[src/design/lsu_pkg.sv]
`default_nettype none

package lsu_pkg;

  localparam int XLEN = 32;  // Data and address width

  // Board I/O field widths
  localparam int LEDR_W     = 17;
  localparam int LEDG_W     = 8;
  localparam int HEX_DIGITS = 8;
  localparam int SEG_W      = 7;
  localparam int SW_W       = 10;

  // Address map
  localparam logic [XLEN-1:0] SRAM_BASE   = 32'h0000_2000;
  localparam logic [XLEN-1:0] LEDR_BASE   = 32'h0000_7000;
  localparam logic [XLEN-1:0] LEDR_LAST   = 32'h0000_700F;
  localparam logic [XLEN-1:0] LEDG_BASE   = 32'h0000_7010;
  localparam logic [XLEN-1:0] LEDG_LAST   = 32'h0000_701F;
  localparam logic [XLEN-1:0] HEX_LO_ADDR = 32'h0000_7020;  // Digits 0 to 3
  localparam logic [XLEN-1:0] HEX_HI_ADDR = 32'h0000_7024;  // Digits 4 to 7
  localparam logic [XLEN-1:0] SW_BASE     = 32'h0000_7800;
  localparam logic [XLEN-1:0] SW_LAST     = 32'h0000_780F;

  // Access size, same encoding as funct3
  typedef enum logic [2:0] {
    LSU_B  = 3'b000,
    LSU_H  = 3'b001,
    LSU_W  = 3'b010,
    LSU_BU = 3'b100,
    LSU_HU = 3'b101
  } lsu_size_e;

  // Target of a decoded access
  typedef enum logic [2:0] {
    REGION_NONE   = 3'd0,
    REGION_SRAM   = 3'd1,
    REGION_LEDR   = 3'd2,
    REGION_LEDG   = 3'd3,
    REGION_HEX_LO = 3'd4,
    REGION_HEX_HI = 3'd5,
    REGION_SWITCH = 3'd6
  } lsu_region_e;

endpackage

`default_nettype wire

[src/design/lsu_addr_decode.sv]
`default_nettype none

module lsu_addr_decode #(
  parameter  int SRAM_WORDS = 2048,
  localparam int IDX_W      = $clog2(SRAM_WORDS)
) (
  input  wire                               i_clk,
  input  wire                               i_rst,
  input  wire                               i_lsu_rden,
  input  wire                               i_lsu_wren,
  input  wire  [lsu_pkg::XLEN-1:0]          i_lsu_addr,
  input  wire  lsu_pkg::lsu_size_e          i_funct3,
  input  wire  [lsu_pkg::XLEN-1:0]          i_st_data,
  output logic                              o_wr,
  output logic                              o_rd,
  output lsu_pkg::lsu_region_e              o_region,
  output logic [3:0]                        o_byte_en,
  output logic [IDX_W-1:0]                  o_word_idx,
  output logic [lsu_pkg::XLEN-1:0]          o_lane_data,
  output logic [1:0]                        o_offset,
  output lsu_pkg::lsu_size_e                o_size
);

  localparam logic [lsu_pkg::XLEN-1:0] SRAM_LAST = lsu_pkg::SRAM_BASE + 4 * SRAM_WORDS - 1;

  logic [1:0]                offset;
  logic [lsu_pkg::XLEN-1:0]  addr_rel;  // Byte address inside the RAM
  lsu_pkg::lsu_region_e      region;
  logic                      legal;
  logic [3:0]                byte_en;

  assign offset   = i_lsu_addr[1:0];
  assign addr_rel = i_lsu_addr - lsu_pkg::SRAM_BASE;

  always_comb begin
    if (i_lsu_addr >= lsu_pkg::SRAM_BASE && i_lsu_addr <= SRAM_LAST) begin
      region = lsu_pkg::REGION_SRAM;
    end else if (i_lsu_addr >= lsu_pkg::LEDR_BASE && i_lsu_addr <= lsu_pkg::LEDR_LAST) begin
      region = lsu_pkg::REGION_LEDR;
    end else if (i_lsu_addr >= lsu_pkg::LEDG_BASE && i_lsu_addr <= lsu_pkg::LEDG_LAST) begin
      region = lsu_pkg::REGION_LEDG;
    end else if (i_lsu_addr[31:2] == lsu_pkg::HEX_LO_ADDR[31:2]) begin
      region = lsu_pkg::REGION_HEX_LO;
    end else if (i_lsu_addr[31:2] == lsu_pkg::HEX_HI_ADDR[31:2]) begin
      region = lsu_pkg::REGION_HEX_HI;
    end else if (i_lsu_addr >= lsu_pkg::SW_BASE && i_lsu_addr <= lsu_pkg::SW_LAST) begin
      region = lsu_pkg::REGION_SWITCH;
    end else begin
      region = lsu_pkg::REGION_NONE;  // Unmapped
    end
  end

  // An access is legal only when all its bytes sit in one word
  always_comb begin
    legal   = 1'b0;
    byte_en = 4'b0000;
    case (i_funct3)
      lsu_pkg::LSU_B, lsu_pkg::LSU_BU: begin
        legal   = 1'b1;
        byte_en = 4'b0001 << offset;
      end
      lsu_pkg::LSU_H, lsu_pkg::LSU_HU: begin
        legal   = (offset != 2'd3);
        byte_en = 4'b0011 << offset;
      end
      lsu_pkg::LSU_W: begin
        legal   = (offset == 2'd0);
        byte_en = 4'b1111;
      end
      default: ;  // Reserved funct3
    endcase
  end

  // Illegal loads still complete and come back as zero via REGION_NONE
  always_ff @(posedge i_clk or negedge i_rst) begin
    if (!i_rst) begin
      o_wr     <= 1'b0;
      o_rd     <= 1'b0;
      o_region <= lsu_pkg::REGION_NONE;
    end else begin
      o_wr     <= i_lsu_wren && legal && (region != lsu_pkg::REGION_NONE);
      o_rd     <= i_lsu_rden;
      o_region <= (legal && (i_lsu_rden || i_lsu_wren)) ? region : lsu_pkg::REGION_NONE;
    end
  end

  always_ff @(posedge i_clk) begin
    o_byte_en   <= byte_en;
    o_word_idx  <= addr_rel[IDX_W+1:2];
    o_lane_data <= i_st_data << {offset, 3'b000};  // Onto byte lanes
    o_offset    <= offset;
    o_size      <= i_funct3;
  end

  a_rd_wr_excl: assert property (@(posedge i_clk) disable iff (!i_rst)
      !(i_lsu_rden && i_lsu_wren))
    else $error("read and write strobes high together");

endmodule

`default_nettype wire

[config.mk]
export PLATFORM = sky130hd
export DESIGN_NAME = lsu_addr_decode
export DESIGN_NICKNAME = d
export VERILOG_FILES = /design/src/design/lsu_pkg.sv /design/src/design/lsu_addr_decode.sv
export SDC_FILE = /design/constraint.sdc
export NUM_CORES = 1
export LEC_CHECK = 0
export ABC_AREA = 1
export BUFFER_PORTS_ARGS = -buffer_cell sky130_fd_sc_hd__buf_4
export CELL_PAD_IN_SITES_DETAIL_PLACEMENT = 1
export CELL_PAD_IN_SITES_GLOBAL_PLACEMENT = 1
export CORE_MARGIN = 10
export CORE_UTILIZATION = 31
export CTS_BUF_LIST = sky130_fd_sc_hd__clkbuf_4 sky130_fd_sc_hd__clkbuf_8 sky130_fd_sc_hd__clkbuf_16
export DETAILED_ROUTE_END_ITERATION = 7
export GPL_ROUTABILITY_DRIVEN = 0
export MAX_ROUTING_LAYER = met4
export PLACE_DENSITY = 0.89
export SLEW_MARGIN = 20
export SYNTH_ARGS = -nofsm -noshare
export SYNTH_HDL_FRONTEND = slang
export SYNTH_SLANG_ARGS = --single-unit
[constraint.sdc]
create_clock -name i_clk -period 1 [get_ports i_clk]
set_input_delay 0.05 -clock i_clk [delete_from_list [all_inputs] [get_ports i_clk]]
set_output_delay 0.05 -clock i_clk [all_outputs]
set_load 0.005 [all_outputs]
# Word level (Yosys, flattened, before mapping)
# Cells that the tools add are included.
# totals
output_inout_bits	57
reg_bits	57
input_bits	71
wordCells	49
# op_classes
n_reduce_logical	13
addsub	1
order_cmp	8
eq_ne	7
shifts	3
n_mux	9
# ops
operator	n
$ge 32x15->1 const B	3
$le 32x15->1 const B	3
$eq 30x13->1 const B	2
$ge 32x14->1 const B	1
$le 32x14->1 const B	1
$shl 32x5->32	1
$mux 3	7
$sub 13x1->13 const B	1
$pmux 4 s3	1
$logic_and 1x1->1	7
$eq 3x3->1 const B	2
$reduce_or 2->1	2
$shl 1x2->4 const A	1
$shl 2x2->4 const A	1
$eq 3x1->1 const B	1
$eq 3x2->1 const B	1
$logic_not 3->1	1
$pmux 1 s3	1
$reduce_bool 3->1	1
$logic_not 2->1	1
$ne 2x2->1 const B	1
$logic_or 1x1->1	1

# Longest topological paths before layout
# logic_depth
depth_word	10
mapped_depth	9
ltp_nobuf	9

# Least setup slack after synthesis
# OpenSTA, ideal clock, no wires.
# synth_timing
path_type	input port to flip-flop
from	input i_lsu_addr[1] in the netlist's numbering
to	register o_wr
required_time_ps	923
t_arrival_ps	730
setup_ps	77
cell_stages	7
n_path_buf	1
setup_slack_ps	192
path_cell_list	buf_4 -> nand2_4 -> o21ai_2 -> nand2_1 -> o21ai_2 -> nor2_1 -> a21oi_1
# synth_via
elab_chain_cells	10
word_cells_on_any_way	24
classes_between	order compare: 8; eq/ne: 1; mux: 7; reduce/logical: 8
# synth_rtl
element	line	text
start: declaration	lsu_addr_decode.sv:11	input wire [lsu_pkg::XLEN-1:0] i_lsu_addr,
$ge 32x15->1 / $le 32x15->1 (equally long branches)	lsu_addr_decode.sv:46	end else if (i_lsu_addr >= lsu_pkg::SW_BASE && i_lsu_addr <= lsu_pkg::SW_LAST) begin
$logic_and 1x1->1	lsu_addr_decode.sv:46	
$mux 3	lsu_addr_decode.sv:46	
$mux 3	lsu_addr_decode.sv:44	end else if (i_lsu_addr[31:2] == lsu_pkg::HEX_HI_ADDR[31:2]) begin
$mux 3	lsu_addr_decode.sv:42	end else if (i_lsu_addr[31:2] == lsu_pkg::HEX_LO_ADDR[31:2]) begin
$mux 3	lsu_addr_decode.sv:40	end else if (i_lsu_addr >= lsu_pkg::LEDG_BASE && i_lsu_addr <= lsu_pkg::LEDG_LAST) begin
$mux 3	lsu_addr_decode.sv:38	end else if (i_lsu_addr >= lsu_pkg::LEDR_BASE && i_lsu_addr <= lsu_pkg::LEDR_LAST) begin
$mux 3	lsu_addr_decode.sv:36	if (i_lsu_addr >= lsu_pkg::SRAM_BASE && i_lsu_addr <= SRAM_LAST) begin
$reduce_bool 3->1	lsu_addr_decode.sv:81	o_wr <= i_lsu_wren && legal && (region != lsu_pkg::REGION_NONE);
$logic_and 1x1->1 (*)	lsu_addr_decode.sv:81	
end signal: assignment	lsu_addr_decode.sv:81	
end: declaration	lsu_addr_decode.sv:14	output logic o_wr,
# Every way passes the cells marked *; elsewhere a longest branch is shown, timed or not.

# Worst setup path after layout
# layout_timing
from	input i_st_data[4] in the netlist's numbering
to	register o_lane_data[28] in the netlist's numbering
# layout_via
elab_chain_cells	1
# layout_rtl
element	line	text
start: declaration	lsu_addr_decode.sv:13	input wire [lsu_pkg::XLEN-1:0] i_st_data,
$shl 32x5->32	lsu_addr_decode.sv:90	o_lane_data <= i_st_data << {offset, 3'b000};
end signal: assignment	lsu_addr_decode.sv:90	
end: declaration	lsu_addr_decode.sv:19	output logic [lsu_pkg::XLEN-1:0] o_lane_data,
# Every way passes these cells.

==> results.json <==
{
  "outcome": "completed",
  "cp_cell_sequence": "dlygate4sd3_1 -> buf_4 -> inv_1 -> nand2_1 -> o21ai_1 -> a22oi_1",
  "clkPwrFrac_pct": 41.9,
  "synth_common_cells": "nor2_1, dfxtp_1, nand2_1, inv_1, a21oi_1",
  "rsz0062_at_grt": "false",
  "synth_top_cell_area_share_pct": 50.9,
  "final_nets": 480,
  "grt_overflow": 0,
  "worstMarginPinSlew_ns": 0.409,
  "holdCritPathClass": "input pin to register",
  "first_iter_violations": 53,
  "p_total_mw": 5.85,
  "grt_start_max_net_pins": 35,
  "period_share_pct": 91.6,
  "crit_arrival_ns": 1.12,
  "slew_viol_final": 0,
  "cts_root_buf": "clkbuf_8",
  "cts_tree": "yes",
  "rows": 29,
  "cts_sinks": 57,
  "wl_mm": 9.08,
  "core-area_um2": 6390,
  "p_leak_nw": 1.80,
  "hold_depth": 3,
  "n_antenna_cell": 0,
  "fmax_mhz": 1090,
  "vdd_drop_max_uv": 904,
  "port_buffers": 127,
  "syn_inst": 245,
  "clk_pin_slew_ns": 0.07,
  "drcViolationCount": 0,
  "internal-power_mw": 4.45,
  "yosysMostFrequentCell": "nor2_1",
  "grt_pass1_vias": 2584,
  "yosysSeqAreaShare_pct": 57.0,
  "timing.final.crit_period_ns": 0.916,
  "grt_first_pass_wirelength_mm": 14.0,
  "ys_seq_elements": 57,
  "post-cts-setup-buffers": 0,
  "crit_slowest_cell": "dlygate4sd3_1",
  "die_h_um": 101,
  "vias": 2314,
  "hp-start": "i_st_data[30]",
  "wl_per_cell_um": 18.5,
  "critPathCapture": "o_lane_data[28]$_DFF_P_",
  "async_reset_ff_share_pct": 8.77,
  "slowest_delay_ns": 0.55,
  "dr.pass1.iters": 6,
  "die_w_um": 101,
  "syn_area_um2": 2040,
  "ctsHtreeMaxLevel": 3,
  "crit_path_end_kind": "register",
  "initial_utilization_pct": 32.0,
  "synth_top_cell_by_area": "dfxtp_1",
  "syn_nets": 316,
  "tns_ns": 0,
  "power_density_nw_per_um2": 1610,
  "crit_start": "i_st_data[4]",
  "dp_hpwl_mm": 6.45,
  "synth_edf_count": 0,
  "clockBufferDepth": 2,
  "drive_gt1_share_pct": 38.4,
  "sw_frac_of_total_pct": 24.0,
  "grt_usage_pct": 18.0,
  "synthFlopType": "dfxtp_1",
  "synth_area_per_cell_um2": 8.34,
  "worstPathMaxFanout": 3,
  "antenna_found_initial": 0,
  "seqPwrFrac_pct": 42.1,
  "routed_via_density": 4.71,
  "p_sw_mw": 1.40,
  "max_cap_viol_count": 0,
  "worst-setup-path-type": "input pin to register",
  "setup_viol": 0,
  "slew_headroom_pct": 72.7,
  "pwr-share-comb_pct": 15.9,
  "synthTopCellsByArea": "dfxtp_1, nor2_1, nand2_1",
  "ys_types": 24,
  "dieArea_um2": 10200,
  "cp.required_ns": 1.21,
  "hold_viol_final": 0,
  "ioPinCount": 128,
  "cts_buffers": 9,
  "yosys_warnings": 0,
  "area_growth_pct": 77.8,
  "whs_ns": 0.00808,
  "cp-start-kind": "input pin",
  "drtAntennaViolNets": 0
}
critical path: cells and delay by family:
kind / cells / cell delay, ns
buffers and inverters: 3 / 0.77
AOI/OAI and AO/OA: 2 / 0.24
and+or+nand+nor: 1 / 0.05
flip-flops by register name, summed over array words and instances, names as in the netlist:
signal	cells
o_size	3
o_region	3
o_rd	1
o_word_idx	11
o_byte_en	4
o_offset	2
o_lane_data	32
o_wr	1
what timing repair did:
action,in CTS,in global routing
hold buffers,30,0
hold endpoints to repair,41,0
resized for setup,0,2
endpoints found under the setup margin,0,2
worst min-delay path by stage:
stage                                          to  slack, ns
final                     o_lane_data[30]$_DFF_P_      0.008
after global placement      o_region[0]$_DFF_PN0_      -0.15
after global routing      o_lane_data[30]$_DFF_P_       0.02
after floorplan                    o_rd$_DFF_PN0_      -0.25
after detailed placement    o_region[0]$_DFF_PN0_      -0.14
after CTS                 o_lane_data[26]$_DFF_P_     0.0008
power by group through the flow:
| stage | sequential, mW | combinational, mW | clock, mW |
|---|---|---|---|
| after detailed placement | 2.51 | 0.826 | 0 |
| after floorplan | 2.53 | 0.240 | 0 |
| after CTS | 2.46 | 0.924 | 2.48 |
| after global routing | 2.48 | 1.03 | 2.61 |
| final | 2.47 | 0.932 | 2.45 |
| after global placement | 2.50 | 0.797 | 0 |
routing by layer:
metal | global-route usage [%] | routed length (um)
met1 | 18.0 | 3350
met2 | 32.1 | 4910
met3 | 5.04 | 490
met4 | 7.82 | 334
met5 | - | 0
layout make-up:
class,instances,area (um^2)
clock buffer,11,145
clock inverter,5,78.8
fill,764,2750
inverter,24,90.1
multi-input combinational,154,734
sequential,57,1170
tap,77,96.3
timing repair buffer,163,1320
through the flow:
| stage | instance area (um^2) | utilization [%] | setup slack, ns | instances |
|---|---|---|---|---|
| 6_report | 3630 | 56.9 | 0.0841 | 491 |
| 5_1_grt | 3630 | 56.9 | 0.0000108 | 491 |
| 4_1_cts | 3630 | 56.9 | 0.0829 | 491 |
| 3_5_place_dp | 3110 | 48.7 | -0.128 | 445 |
| 3_3_place_gp | 3110 | 48.7 | -0.0636 | 445 |
| 2_1_floorplan | 2040 | - | 0.192 | 245 |
cells in the final DEF (no fill, tap or decap), types with 2 or more instances in the layout:
cell type / n
o21ai_1: 5
nor2_2: 3
clkinv_2: 2
a21oi_1: 11
buf_4: 131
dfxtp_1: 52
a22oi_1: 8
nor2_1: 57
dlygate4sd3_1: 30
bufinv_16: 2
inv_2: 2
o21ai_2: 2
o31ai_1: 2
o21ai_0: 8
dfrtp_1: 5
nand2_1: 40
nand3_1: 4
o32ai_1: 8
clkbuf_8: 10
inv_1: 22
buf_12: 2
cells by family (layout without fill, tap and decap cells):
group | after synthesis | after routing | synth area share [%]
and+or+nand+nor | 109 | 109 | 21.7
DFF | 57 | 57 | 57.0
AOI/OAI and AO/OA | 45 | 45 | 14.3
buffers and inverters | 34 | 203 | 7.04
No activity file was read; power rests on OpenSTA's default activity.
