File: src/design/lsu_pkg.sv
`default_nettype none

package lsu_pkg;

  localparam int XLEN = 32;  // Data and address width

  // Board I/O field widths
  localparam int LEDR_W     = 17;
  localparam int LEDG_W     = 8;
  localparam int HEX_DIGITS = 8;
  localparam int SEG_W      = 7;
  localparam int SW_W       = 10;

  // Address map
  localparam logic [XLEN-1:0] SRAM_BASE   = 32'h0000_2000;
  localparam logic [XLEN-1:0] LEDR_BASE   = 32'h0000_7000;
  localparam logic [XLEN-1:0] LEDR_LAST   = 32'h0000_700F;
  localparam logic [XLEN-1:0] LEDG_BASE   = 32'h0000_7010;
  localparam logic [XLEN-1:0] LEDG_LAST   = 32'h0000_701F;
  localparam logic [XLEN-1:0] HEX_LO_ADDR = 32'h0000_7020;  // Digits 0 to 3
  localparam logic [XLEN-1:0] HEX_HI_ADDR = 32'h0000_7024;  // Digits 4 to 7
  localparam logic [XLEN-1:0] SW_BASE     = 32'h0000_7800;
  localparam logic [XLEN-1:0] SW_LAST     = 32'h0000_780F;

  // Access size, same encoding as funct3
  typedef enum logic [2:0] {
    LSU_B  = 3'b000,
    LSU_H  = 3'b001,
    LSU_W  = 3'b010,
    LSU_BU = 3'b100,
    LSU_HU = 3'b101
  } lsu_size_e;

  // Target of a decoded access
  typedef enum logic [2:0] {
    REGION_NONE   = 3'd0,
    REGION_SRAM   = 3'd1,
    REGION_LEDR   = 3'd2,
    REGION_LEDG   = 3'd3,
    REGION_HEX_LO = 3'd4,
    REGION_HEX_HI = 3'd5,
    REGION_SWITCH = 3'd6
  } lsu_region_e;

endpackage

`default_nettype wire

File: src/design/lsu_io_regs.sv
`default_nettype none

module lsu_io_regs (
  input  wire                               i_clk,
  input  wire                               i_rst,
  input  wire                               i_wr,
  input  wire  lsu_pkg::lsu_region_e        i_region,
  input  wire  [3:0]                        i_byte_en,
  input  wire  [lsu_pkg::XLEN-1:0]          i_lane_data,
  input  wire  [lsu_pkg::SW_W-1:0]          i_io_sw,
  output logic [lsu_pkg::XLEN-1:0]          o_rdata,
  output logic [lsu_pkg::LEDR_W-1:0]        o_io_ledr,
  output logic [lsu_pkg::LEDG_W-1:0]        o_io_ledg,
  output logic [lsu_pkg::SEG_W-1:0]         o_io_hex0,
  output logic [lsu_pkg::SEG_W-1:0]         o_io_hex1,
  output logic [lsu_pkg::SEG_W-1:0]         o_io_hex2,
  output logic [lsu_pkg::SEG_W-1:0]         o_io_hex3,
  output logic [lsu_pkg::SEG_W-1:0]         o_io_hex4,
  output logic [lsu_pkg::SEG_W-1:0]         o_io_hex5,
  output logic [lsu_pkg::SEG_W-1:0]         o_io_hex6,
  output logic [lsu_pkg::SEG_W-1:0]         o_io_hex7
);

  localparam int LEDR_PAD = lsu_pkg::XLEN - lsu_pkg::LEDR_W;
  localparam int LEDG_PAD = lsu_pkg::XLEN - lsu_pkg::LEDG_W;
  localparam int SW_PAD   = lsu_pkg::XLEN - lsu_pkg::SW_W;

  logic [7:0]               hex_q [lsu_pkg::HEX_DIGITS];  // Full bytes, bit 7 kept for reads
  logic [lsu_pkg::XLEN-1:0] ledr_word;
  logic [lsu_pkg::XLEN-1:0] ledg_word;
  logic [lsu_pkg::XLEN-1:0] ledr_next;
  logic [lsu_pkg::XLEN-1:0] ledg_next;
  logic [2:0]               hex_base;

  // Replace the enabled byte lanes of a word
  function automatic logic [lsu_pkg::XLEN-1:0] merge_lanes(
    input logic [lsu_pkg::XLEN-1:0] old_word,
    input logic [lsu_pkg::XLEN-1:0] new_word,
    input logic [3:0]               be
  );
    logic [lsu_pkg::XLEN-1:0] w;
    w = old_word;
    for (int b = 0; b < 4; b++) begin
      if (be[b]) begin
        w[8*b +: 8] = new_word[8*b +: 8];
      end
    end
    return w;
  endfunction

  assign ledr_word = {{LEDR_PAD{1'b0}}, o_io_ledr};
  assign ledg_word = {{LEDG_PAD{1'b0}}, o_io_ledg};
  assign ledr_next = merge_lanes(ledr_word, i_lane_data, i_byte_en);
  assign ledg_next = merge_lanes(ledg_word, i_lane_data, i_byte_en);
  assign hex_base  = (i_region == lsu_pkg::REGION_HEX_HI) ? 3'd4 : 3'd0;  // Digit word select

  always_ff @(posedge i_clk or negedge i_rst) begin
    if (!i_rst) begin
      o_io_ledr <= '0;
      o_io_ledg <= '0;
      for (int d = 0; d < lsu_pkg::HEX_DIGITS; d++) begin
        hex_q[d] <= 8'h00;
      end
    end else if (i_wr) begin
      case (i_region)
        lsu_pkg::REGION_LEDR: o_io_ledr <= ledr_next[lsu_pkg::LEDR_W-1:0];  // Masked
        lsu_pkg::REGION_LEDG: o_io_ledg <= ledg_next[lsu_pkg::LEDG_W-1:0];
        lsu_pkg::REGION_HEX_LO, lsu_pkg::REGION_HEX_HI: begin
          for (int b = 0; b < 4; b++) begin
            if (i_byte_en[b]) begin
              hex_q[hex_base + b] <= i_lane_data[8*b +: 8];
            end
          end
        end
        default: ;  // Switches are read only
      endcase
    end
  end

  // Read word for the access stage, switches sampled here
  always_ff @(posedge i_clk) begin
    case (i_region)
      lsu_pkg::REGION_LEDR:   o_rdata <= ledr_word;
      lsu_pkg::REGION_LEDG:   o_rdata <= ledg_word;
      lsu_pkg::REGION_HEX_LO: o_rdata <= {hex_q[3], hex_q[2], hex_q[1], hex_q[0]};
      lsu_pkg::REGION_HEX_HI: o_rdata <= {hex_q[7], hex_q[6], hex_q[5], hex_q[4]};
      lsu_pkg::REGION_SWITCH: o_rdata <= {{SW_PAD{1'b0}}, i_io_sw};
      default:                o_rdata <= '0;
    endcase
  end

  assign o_io_hex0 = hex_q[0][lsu_pkg::SEG_W-1:0];
  assign o_io_hex1 = hex_q[1][lsu_pkg::SEG_W-1:0];
  assign o_io_hex2 = hex_q[2][lsu_pkg::SEG_W-1:0];
  assign o_io_hex3 = hex_q[3][lsu_pkg::SEG_W-1:0];
  assign o_io_hex4 = hex_q[4][lsu_pkg::SEG_W-1:0];
  assign o_io_hex5 = hex_q[5][lsu_pkg::SEG_W-1:0];
  assign o_io_hex6 = hex_q[6][lsu_pkg::SEG_W-1:0];
  assign o_io_hex7 = hex_q[7][lsu_pkg::SEG_W-1:0];

endmodule

`default_nettype wire

File: config.mk
export PLATFORM = sky130hd
export DESIGN_NAME = lsu_io_regs
export DESIGN_NICKNAME = d
export VERILOG_FILES = /design/src/design/lsu_pkg.sv /design/src/design/lsu_io_regs.sv
export SDC_FILE = /design/constraint.sdc
export NUM_CORES = 1
export LEC_CHECK = 0
export BUFFER_PORTS_ARGS = -buffer_cell sky130_fd_sc_hd__buf_2
export CELL_PAD_IN_SITES_DETAIL_PLACEMENT = 0
export CELL_PAD_IN_SITES_GLOBAL_PLACEMENT = 2
export CORE_UTILIZATION = 30
export DETAILED_ROUTE_END_ITERATION = 8
export GPL_TIMING_DRIVEN = 0
export PLACE_DENSITY_LB_ADDON = 0.2
export SYNTH_ARGS = -nofsm -noshare
export SYNTH_HDL_FRONTEND = slang
export SYNTH_SLANG_ARGS = --single-unit
File: constraint.sdc
create_clock -name i_clk -period 0.9 [get_ports i_clk]
set_input_delay 0.045 -clock i_clk [delete_from_list [all_inputs] [get_ports i_clk]]
set_output_delay 0.045 -clock i_clk [all_outputs]
set_load 0.05 [all_outputs]
# == Word-level counts from Yosys, hierarchy flattened ==
# Index checks and enable logic that the tools add are counted.
# totals
regBits,121
in_bits,52
output_inout_bits,113
elab_cells,67
# classes
add_sub_neg,3
magnitude_cmp,8
eq_ne,5
mux,24
bitwise,4
reduce_logical,10
# op_table
operator,n
$mux 64,10
$bwmux 64,4
$pmux 32 s5,1
$ge 33x4->1 const B,4
$lt 33x1->1 const B,4
$not 4->33,3
$demux 8 s3,4
$not 3->33,1
$mux 8,4
$reduce_and 3->1,4
$eq 3x3->1 const B,3
$add 3x2->4 const B,2
$eq 3x2->1 const B,2
$add 3x1->4 const B,1
$logic_and 1x1->1,4
$mux 3,1
$reduce_and 2->1,1
$reduce_or 2->1,1

# == Depth between registers and ports, before layout ==
# Gate-level depths: netlist of run 1.
# logic_depth
depth_word,21
mapped_depth,6
mapped_depth_nobuf,3

# == Worst setup path before layout of run 1 ==
# No wires, ideal clock.
# synth_path
path_kind,flip-flop to flip-flop
from,reg o_io_ledg[0] (netlist bit)
to,reg o_rdata[0] (netlist bit)
setup_time_ns,0.122
t_arrival_ns,1.085
required_ns,0.778
setup_slack_ns,-0.307
stages_incl_launch_ff,3
path_buffers,0
synth_period_minus_slack_ns,1.207
cell_sequence,dfrtp_1 > a22o_1 > a221o_1
# synth_via
elab_chain_len,1
# synth_rtl
item,line,rtl
start: declaration,lsu_io_regs.sv:13,"output logic [lsu_pkg::LEDG_W-1:0] o_io_ledg,"
start signal: assignment,lsu_io_regs.sv:67,lsu_pkg::REGION_LEDG: o_io_ledg <= ledg_next[lsu_pkg::LEDG_W-1:0];
$pmux 32 s5,lsu_io_regs.sv:82,case (i_region)
end signal: assignment,lsu_io_regs.sv:83,lsu_pkg::REGION_LEDR: o_rdata <= ledr_word;
end signal: assignment,lsu_io_regs.sv:84,lsu_pkg::REGION_LEDG: o_rdata <= ledg_word;
end signal: assignment,lsu_io_regs.sv:85,"lsu_pkg::REGION_HEX_LO: o_rdata <= {hex_q[3], hex_q[2], hex_q[1], hex_q[0]};"
end: declaration,lsu_io_regs.sv:11,"output logic [lsu_pkg::XLEN-1:0] o_rdata,"
# Every way passes these cells.
# A chain may end at the register's enable or synchronous reset.

# == Worst setup path after layout of run 1 ==
# layout_path
from,"reg hex_q, in the netlist o_io_hex4[1]"
to,reg o_rdata[1] (netlist bit)
# layout_via
elab_chain_len,1
# layout_rtl
item,line,rtl
start: declaration,lsu_io_regs.sv:28,logic [7:0] hex_q [lsu_pkg::HEX_DIGITS];
start signal: indexed assignment,lsu_io_regs.sv:71,hex_q[hex_base + b] <= i_lane_data[8*b +: 8];
$pmux 32 s5,lsu_io_regs.sv:82,
# Every way passes these cells.

==> summary.txt, run 1 <==
Placed design
  – PortBufs: between 150 and 200
  – Pre-CTS WS: -727.0 ps
  – Final HPWL DP: around 10000 um
  – GPL Wtd Cong: ~0.75
  – Dpl cells: just under 800

Setup path
  – Critical Path RT: 1190 ps
  – Reg2reg setup slack: -230 ps
  – Reg2reg end: o_rdata[1]
  – CP max FO: 2
  – Crit Path Category: register to register
  – Crit path arrival time: 1420 ps
  – Worst flop-to-flop path startpoint: o_io_hex4[1]
  – R2R depth: 3
  – Setup crit end kind: register
  – Startpoint types: register

Die
  – Core Area: 16820 um2
  – Initial cell density of the core: 31.19%
  – FP Rows: 47
  – Die height: 134.2 um
  – Die X: 134.2 um
  – IO Count: about 170
  – Die ar.: about 18000 um2

Cells and area
  – Post-Layout Cell Count: slightly above 900
  – Final Util: 57.89%
  – Layout cells sized above 1: between 60% and 70%
  – Layout overhead on the synthesized area: 85.62%
  – Fin nets: 735

Yosys
  – Adder-Cell Fraction of Synth Area: 0%
  – Largest family of logic cells by synthesized area: multiplexers
  – Mapped cell area: about 5200 um2
  – Post-synthesis xor/xnor area fraction: 0%
  – Yosys warnings: 0
  – Syn Nets: 450
  – Mux contribution to synthesized area: 25.21%
  – Synth cell types: 29
  – Mean area per synthesized cell: 13.18 um2
  – Seq cells post-synth: 121
  – Post-Synthesis Cells: a little under 400
  – Synth Area in Simple Gates: roughly 6.2%
  – Synth Area in Compound Gates: 4.198%
  – Sequential share of the synthesized area: 54.68%

Clocking
  – # H-tree levels: 4
  – Clock sink count: 121
  – Max Buffers Root-to-Sink: 2
  – Clk root buf: clkbuf_16
  – Worst-Skew Late Latency: 400 ps
  – Total CTS buffers: 17
  – CTS tree: done
  – Clk slew on worst S/H paths: 50 ps

GRT
  – First-pass GRT wire length: 23960 um
  – Total Routing Usage GR: between 15 and 20%
  – Vias in the first global route: 4411
  – Largest net degree at the start of global routing: 52
  – Antenna violations before repair: 2
  – Grt ovf: 0

Job
  – Max-cap viol count: 0

STA
  – Final setup vio count: between 100 and 150
  – Relative slew slack: 66.33%
  – Tcrit/Tclk final: 125.8%
  – FMAX: 0.8836 GHz
  – Minimum clock period: about 1100 ps
  – Setup tns final: -17430 ps
  – Setup Skew: between 5 and 6 ps
  – PnR worst setup slack: -231.8 ps
  – Max Slew Vio Count: 0
  – Hold Vio Cnt, Final: 0
  – RSZ-0062 raised after global routing: true
  – Worst Max-Slew Pin Slew: about 500 ps

Detailed routing
  – Post-route ant nets: 0
  – Total routed wirelength: 15410 um
  – Post-DR vias/cell: 4.437
  – Routed WL per cell: around 17 um
  – Via count: about 4100
  – DRC viols: 0
  – Initial DRC count: 114
  – First drt pass iteration count: 4

Hold path
  – Worst Hold Class: input pin to register
  – Hold_sp: i_io_sw[1]
  – Worst Hold End: o_rdata[1]
  – Hold depth: 3

Run status
  – Status: finished with violations
  – Failing checks: setup timing

Power and ir drop
  – Leakage: 0.004670 uW
  – PwrDens: 2706 nW/um2
  – Peak VDD IR: 1.404 mV
-- kinds of logic after synthesis --
| logic type | after synthesis |
|---|---|
| compound gates | 29 |
| buf+inv | 71 |
| flops | 121 |
| mux | 121 |
| simple gates | 56 |
-- area by class of cell --
| class | count | area [um2] |
|---|---|---|
| Timing Repair Buffer | 269 | 3027 |
| Inverter | 1 | 3.754 |
| Buffer | 67 | 735.7 |
| Multi-Input combinational cell | 206 | 2166 |
| Clock inverter | 8 | 117.6 |
| Clock buffer | 24 | 481.7 |
| Fill cell | 1423 | 7083 |
| Tap cell | 220 | 275.3 |
| Sequential cell | 121 | 2927 |
| Antenna cell | 1 | 2.502 |
-- power by group --
group          total, uW  switching, uW  internal, uW  leakage, uW
sequential          7570            971          6600      0.00135
clock               6880           2320          4550     0.000294
combinational      11900           5660          6240      0.00303
-- flip-flops by register name, summed over array words and instances (netlist names) --
register / count
o_io_ledr: 17
hex_q: 8
o_io_ledg: 8
o_io_hex1: 7
o_io_hex3: 7
o_io_hex6: 7
o_io_hex7: 7
o_io_hex5: 7
o_io_hex0: 7
o_io_hex4: 7
o_io_hex2: 7
o_rdata: 32
-- per-stage QoR --
stage          hold WS (ps)  instance area, um2  total power, uW
4_1_cts              0.2647                9394            25890
2_1_floorplan        -250.6                5528            13400
6_report              12.06                9736            26350
5_1_grt               14.68                9733            27420
3_3_place_gp          290.8                6619            15020
3_5_place_dp          69.18                6649            15160
-- synth_stat cells, drive strengths merged --
| cell type | number | area, um2 |
|---|---|---|
| nand2 | 15 | 71.32 |
| dfrtp | 89 | 2227 |
| clkbuf | 5 | 18.77 |
| and4bb | 1 | 16.27 |
| a22oi | 4 | 30.03 |
| o21ai | 7 | 35.03 |
| and3 | 2 | 15.01 |
| nor2b | 6 | 37.54 |
| a22o | 6 | 52.55 |
| nor3b | 1 | 12.51 |
| nand2b | 3 | 18.77 |
| a221o | 6 | 60.06 |
| mux2i | 32 | 320.3 |
| o22ai | 4 | 25.02 |
| nand3b | 1 | 20.02 |
| mux2 | 89 | 1002 |
| and4b | 1 | 11.26 |
| nor3 | 1 | 5.000 |
| dfxtp | 32 | 640.6 |
| nand4 | 1 | 12.51 |
| nor2 | 24 | 105.1 |
| a31o | 2 | 17.52 |
| buf | 65 | 486.7 |
| inv | 1 | 3.750 |
-- worst max-delay path by stage --
stage	startpoint	endpoint	slack, ps	depth (start not counted)
final	o_io_hex4[1]	o_rdata[1]	-230	3
after CTS	o_io_hex4[0]	o_io_hex4[0]	-250	2
after global routing	o_io_hex4[6]	o_rdata[6]	-290	4
after floorplan	i_region[0]	o_io_ledr[1]	-200	5
after global placement	i_rst	o_io_ledg[4]	-1310	1
after detailed placement	i_region[1]	o_rdata[14]	-730	5
-- layer usage --
metal / wire [um] / part of all wire [%] / track usage, % / vias to the layer above
li1: - / - / - / 1915
met1: 6825 / 44 / 22.37 / 2028
met2: 7540 / 49 / 29.27 / 115
met3: 912 / 5.9 / 5.745 / 11
met4: 135 / 0.88 / 5.431 / 0
met5: 0 / 0 / 0 / -
-- worst max-delay path, stage by stage (launching register included) --
cell and delay, ps:
dfrtp_1 400, buf_6 130, a22o_1 190, a221o_1 290
-- repair_timing --
item                                   4_1_cts  5_1_grt
setup endpoints to repair                  157      241
pin swaps                                    3        9
setup buffers                               61       11
hold buffers                                39        0
resized for setup                          402       84
endpoints found under the hold margin      133        0
-- placed cells by master, fill, tap and decap left out, types with 2 or more instances in the layout --
cell / n
clkinv_2: 4
buf_12: 6
dfrtp_1: 74
o21ai_0: 4
mux2_4: 53
buf_6: 142
nor2b_1: 5
dfxtp_2: 32
mux2i_1: 32
dfrtp_2: 15
a22oi_2: 4
a31o_2: 2
a221o_1: 6
o22ai_1: 4
clkbuf_1: 5
nor2_1: 22
nand2b_1: 2
dlygate4sd3_1: 39
clkbuf_8: 3
buf_2: 48
nand2_1: 9
mux2_2: 35
clkbuf_2: 3
a22o_1: 6
bufinv_16: 3
buf_4: 9
o21ai_1: 3
and3_4: 2
nor2_4: 2
buf_8: 86
nand2_4: 6
clkbuf_16: 17
Note: power is estimated with default switching activity, not from simulation.
==> run 2, diff against run 1 <==
Settings changed: SETUP_SLACK_MARGIN set to 0.3.
==> run 2 against run 1 <==
  * The run ends with hold timing, setup timing left
  * First-iteration DRC count is 2.6% lower
  * Combinational power is 7% higher
  * Wire length is 3.0% higher
  * Non-clock buffer count is 7 lower
  * Core utilization is 0.70 points higher
  * Critical endpoint is now o_io_hex6[0]
  * Largest power group unchanged
==> summary.txt, run 2 (synthesis results as in run 1) <==
Die
  – Initial cell density of the core: 31.19%
  – IO Count: 165
  – Core Area: 16820 um2
  – Die X: approximately 130 um
  – Die ar.: ~18000 um2
  – FP Rows: 47
  – Die height: 134.2 um

Placed design
  – GPL Wtd Cong: ~0.74
  – Placed Area: around 6700 um2
  – PortBufs: 163
  – Final HPWL DP: between 9000 and 10000 um

Cells and area
  – Largest registers: o_rdata: 32 flops, o_io_ledr: 17 flops
  – Layout cells sized above 1: 76.49%
  – Most flop-heavy register: o_rdata
  – Highest-count cells in the layout ignoring fill and taps: buf_6 (169), buf_8 (91), mux2_4 (76), dfrtp_1 (64), buf_2 (46)
  – Max FFs per register: 32
  – Post-layout instance area: 9853 um2
  – Fin nets: roughly 730
  – Layout overhead on the synthesized area: 87.86%
  – Most common cell after layout, fill and taps aside: buf_6
  – Final Util: 58.59%

Detailed routing
  – Routed WL per cell: between 15 and 20 um
  – Total routed wirelength: about 16000 um
  – DRC viols: 0
  – Post-route ant nets: 0
  – Via count: approximately 4000
  – Initial DRC count: 111
  – Post-DR vias/cell: around 4.4
  – First drt pass iteration count: 4

STA
  – RSZ-0062 raised after global routing: true
  – Hold WS: -372.9 ps
  – Hold Vio Cnt, Final: between 100 and 150
  – Worst Max-Slew Pin Slew: 569.8 ps
  – Minimum clock period: 1133 ps
  – Final setup vio count: 177
  – Setup Skew: 10.91 ps
  – FMAX: 0.8826 GHz
  – Setup tns final: -20260 ps
  – Max Slew Vio Count: 0
  – PnR worst setup slack: -233.0 ps
  – Relative slew slack: 62.02%
  – Tcrit/Tclk final: 125.9%

Setup path
  – Critical Path RT: 850 ps
  – Crit Path Category: register to output port
  – Worst flop-to-flop path startpoint: o_io_hex4[2]
  – Setup crit end kind: output port
  – Slowest-stage cell, CP: dfrtp_1
  – Crit path arrival time: 1090 ps
  – CP max FO: 2
  – R2R depth: 3
  – Reg2reg setup slack: -230 ps
  – Reg2reg end: o_rdata[2]
  – Startpoint types: register
  – Worst path cell trace: buf_6, buf_8
  – Crit-path max cell delay: 410 ps

Job
  – Max-cap viol count: 0

Power and ir drop
  – Seq pwr share: 28.3%
  – Clock power share: between 20% and 30%
  – Combinational share of power: 47.3%
  – Cell internal pwr: 17700 uW
  – Peak VDD IR: 1.435 mV
  – Total power: 26890 uW
  – PwrDens: 2729 nW/um2
  – Switching share of power: between 30% and 40%
  – Psw: 9193 uW
  – Leakage: around 0.0048 uW

Clocking
  – Clk root buf: clkbuf_16
  – Clock sink count: 121
  – Total CTS buffers: 17
  – Clk slew on worst S/H paths: ~60 ps
  – # H-tree levels: 4
  – CTS tree: done
  – Max Buffers Root-to-Sink: 2
  – Worst-Skew Late Latency: 410 ps

GRT
  – Largest net degree at the start of global routing: 50
  – Vias in the first global route: 4361
  – Antenna violations before repair: 2
  – Grt ovf: 0
  – First-pass GRT wire length: ~24000 um
  – Total Routing Usage GR: 17.99%

Run status
  – Status: finished with violations
  – Failing checks: hold timing, setup timing

Hold path
  – Worst Hold Class: input pin to asynchronous set/reset pin
## run 2: cell count changes in the layout (fill, tap and decap cells not counted), moves of 4 or more
cell	before	now
mux2_2	35	13
buf_8	86	91
mux2_4	53	76
dlygate4sd3_1	39	0
o21ai_0	4	0
buf_6	142	169
dfrtp_1	74	64
dfrtp_2	15	25
## run 2: worst max path at each step
stage	startpoint	endpoint	slack (ps)
3_3_place_gp	i_rst	o_io_ledr[16]	-1300
4_1_cts	o_io_hex1[4]	o_io_hex1[4]	-240
3_5_place_dp	i_region[1]	o_rdata[14]	-710
6_report	o_io_hex6[0]	o_io_hex6[0]	-230
2_1_floorplan	i_region[0]	o_io_ledr[0]	-200
5_1_grt	o_io_hex6[0]	o_io_hex6[0]	-270
## run 2: what timing repair did
action	CTS	global route
pin swaps	10	11
endpoints found under the hold margin	136	131
setup buffers	68	27
setup endpoints to repair	234	234
resized for setup	467	68
## run 2: final cells by class
cell class | instances | area [um2]
multi-input combinational | 206 | 2285
fill | 1396 | 6965
inverter | 1 | 3.754
buffer | 70 | 790.8
sequential | 121 | 2939
clock inverter | 8 | 95.09
tap | 220 | 275.3
clock buffer | 24 | 471.7
antenna | 1 | 2.502
timing repair buffer | 259 | 2990
## run 2: critical path: cells and delay by family (launching register included)
family / cells / cell delay, ps
flip-flops: 1 / 410
buffers and inverters: 2 / 270
## run 2: power groups by stage
stage	clock network, uW	logic, uW	registers, uW
floorplan	0	4670	8790
global placement	0	7650	7420
detailed placement	0	7710	7480
CTS	6700	11900	7560
global route	7000	13300	7720
finish	6550	12700	7610
## run 2: per-layer routing
layer  GRT usage [%]  wire length, um
met1           23.09             6997
met2           28.96             7823
met3           5.858              905
met4           4.931              157
met5               0                0
## run 2: per-stage QoR
step / setup slack (ps) / cells
floorplan: -200.2 / 398
global placement: -1297 / 781
detailed placement: -708.7 / 782
CTS: -237.9 / 882
global route: -265.3 / 910
finish: -233.0 / 910
==> run 3, diff against run 2 <==
Settings changed: REMOVE_ABC_BUFFERS set to 1.
==> run 3 against run 2 <==
  * The run still ends with hold timing, setup timing left
  * Sequential power shrank 0.7%
  * Via count is 8.0% lower
  * Global-route usage fell by 0.98 points
  * Cell area shrank 13%
  * Total power down 11%
  * Clock skew fell by 3.1 ps
  * Worst setup slack gained 94 ps
  * First-iteration DRC count decreased by 0.90%
  * Highest routed layer unchanged
==> summary.txt, run 3 (synthesis results as in run 1) <==
Detailed routing
  – First drt pass iteration count: 4
  – Routed WL per cell: 18.18 um
  – Total routed wirelength: 14830 um
  – Met3 wire length: between 900 and 1000 um
  – DRC viols: 0
  – Met2 WL post-DR: 6969 um
  – Initial DRC count: 110
  – Top Layer Used: met4
  – Post-route ant nets: 0
  – Post-DR vias/cell: around 4.6
  – Routed metal-1 wire length: roughly 6700 um
  – Via count: 3723

GRT
  – First-pass GRT wire length: 22450 um
  – Grt ovf: 0
  – Antenna violations before repair: 1
  – Total Routing Usage GR: 17.01%
  – Vias in the first global route: 3931
  – Largest net degree at the start of global routing: 50

Setup path
  – Worst path cell trace: buf_6
  – R2R depth: 2
  – Startpoint types: register
  – Crit path arrival time: 990 ps
  – CP max FO: 2
  – Slowest-stage cell, CP: dfrtp_1
  – Setup crit end kind: output port
  – Crit-path max cell delay: ~410 ps
  – Reg2reg setup slack: -120 ps
  – Reg2reg end: o_rdata[6]
  – Crit Path Category: register to output port
  – Worst flop-to-flop path startpoint: o_io_ledg[6]
  – Buf+Inv Stages, Crit Path: 1
  – Critical Path RT: 850 ps
  – Crit path max-delay family: flip-flops

Run status
  – Failing checks: hold timing, setup timing
  – Status: finished with violations

Cells and area
  – Highest-count cells in the layout ignoring fill and taps: buf_6 (132), dfrtp_1 (89), mux2_4 (67), buf_2 (46)
  – Most common cell after layout, fill and taps aside: buf_6
  – Largest registers: o_rdata: 32 flops, o_io_ledr: 17 flops
  – Final Util: roughly 51%
  – Filler Cell Count: 1497
  – Layout overhead on the synthesized area: 63.55%
  – Layout cells sized above 1: 69.75%
  – Most flop-heavy register: o_rdata
  – Post-Layout Cell Count: 816
  – Max FFs per register: 32
  – Fin nets: 634

Die
  – FP Rows: 47
  – Initial cell density of the core: 31.19%
  – Die ar.: 18020 um2
  – Die height: approximately 130 um
  – Core Area: 16820 um2
  – Die X: 134.2 um
  – IO Count: 165

Clocking
  – Total CTS buffers: 17
  – Clock sink count: 121
  – # H-tree levels: 4
  – Clk root buf: clkbuf_16
  – Worst-Skew Late Latency: 410 ps
  – Max Buffers Root-to-Sink: 2
  – CTS tree: done
  – Clk slew on worst S/H paths: approximately 60 ps

STA
  – Final setup vio count: 136
  – Worst Max-Slew Pin Slew: 675.3 ps
  – FMAX: 0.9622 GHz
  – PnR worst setup slack: -139.3 ps
  – RSZ-0062 raised after global routing: true
  – Hold WS: -366.6 ps
  – Tcrit/Tclk final: 115.5%
  – Hold Vio Cnt, Final: between 100 and 150
  – Minimum clock period: a little over 1000 ps
  – Relative slew slack: 54.98%
  – Setup Skew: 7.822 ps
  – Max Slew Vio Count: 0

Placed design
  – GPL Wtd Cong: 0.7347
  – Dpl cells: ~710
  – Final HPWL DP: between 8000 and 9000 um
  – PortBufs: around 160

Power and ir drop
  – Peak VDD IR: 1.409 mV
  – PwrDens: between 2000 and 3000 nW/um2
  – Leakage: 0.004124 uW

Hold path
  – Worst Hold Class: input pin to asynchronous set/reset pin

Job
  – Max-cap viol count: 0
run 3: area by class of cell:
cell class	instances	area, um2	area share [%]
diodes	1	2.502	0.02917
clock buffers	21	460.4	5.368
clock inverters	11	122.6	1.429
inverters	1	3.754	0.04376
multi-input cells	206	2276	26.53
flip-flops and latches	121	2908	33.90
well taps	220	275.3	3.209
repair buffers	235	2530	29.49
run 3: where the power goes:
group / switching [uW] / leakage [uW] / internal [uW]
clock: 2490 / 0.000275 / 4210
sequential: 998 / 0.00137 / 6560
combinational: 5200 / 0.00248 / 4540
total: 8680 / 0.00412 / 15300
run 3: what timing repair did:
item | in CTS | in global routing
pin swaps | 13 | 14
setup buffers | 54 | 14
gates resized for setup | 356 | 98
endpoints found under the setup margin | 234 | 234
cloned | 2 | 0
hold endpoints to repair | 139 | 133
run 3: metal layers:
| metal | up-vias | global-route usage [%] |
|---|---|---|
| met4 | 0 | 7.116 |
| met1 | 1871 | 21.56 |
| met2 | 115 | 26.63 |
| met3 | 20 | 5.480 |
| met5 | - | 0 |
| li1 | 1717 | - |
run 3: worst max-delay path by stage:
stage | startpoint | endpoint | slack, ps | cells after the start
floorplan | i_region[2] | o_io_ledr[0] | -390 | 3
global placement | i_region[0] | o_io_ledr[2] | -1780 | 4
detailed placement | i_region[0] | o_io_ledr[7] | -1780 | 4
CTS | o_io_ledr[7] | o_io_ledr[7] | -160 | 1
global route | o_io_ledg[0] | o_io_ledg[0] | -180 | 1
finish | o_io_hex7[4] | o_io_hex7[4] | -140 | 1
run 3: metrics by stage:
step | setup slack [ps] | TNS [ps] | hold WS (ps) | power (uW) | cell area (um2)
finish | -139.3 | -11600 | -366.6 | 23990 | 8578
global route | -181.2 | -16780 | -340.7 | 24980 | 8578
CTS | -157.7 | -13480 | -363.2 | 23430 | 8084
detailed placement | -1777 | -155690 | 81.01 | 13910 | 5866
global placement | -1775 | -255090 | 288.0 | 13820 | 5836
floorplan | -385.1 | -16100 | -250.6 | 12090 | 4740
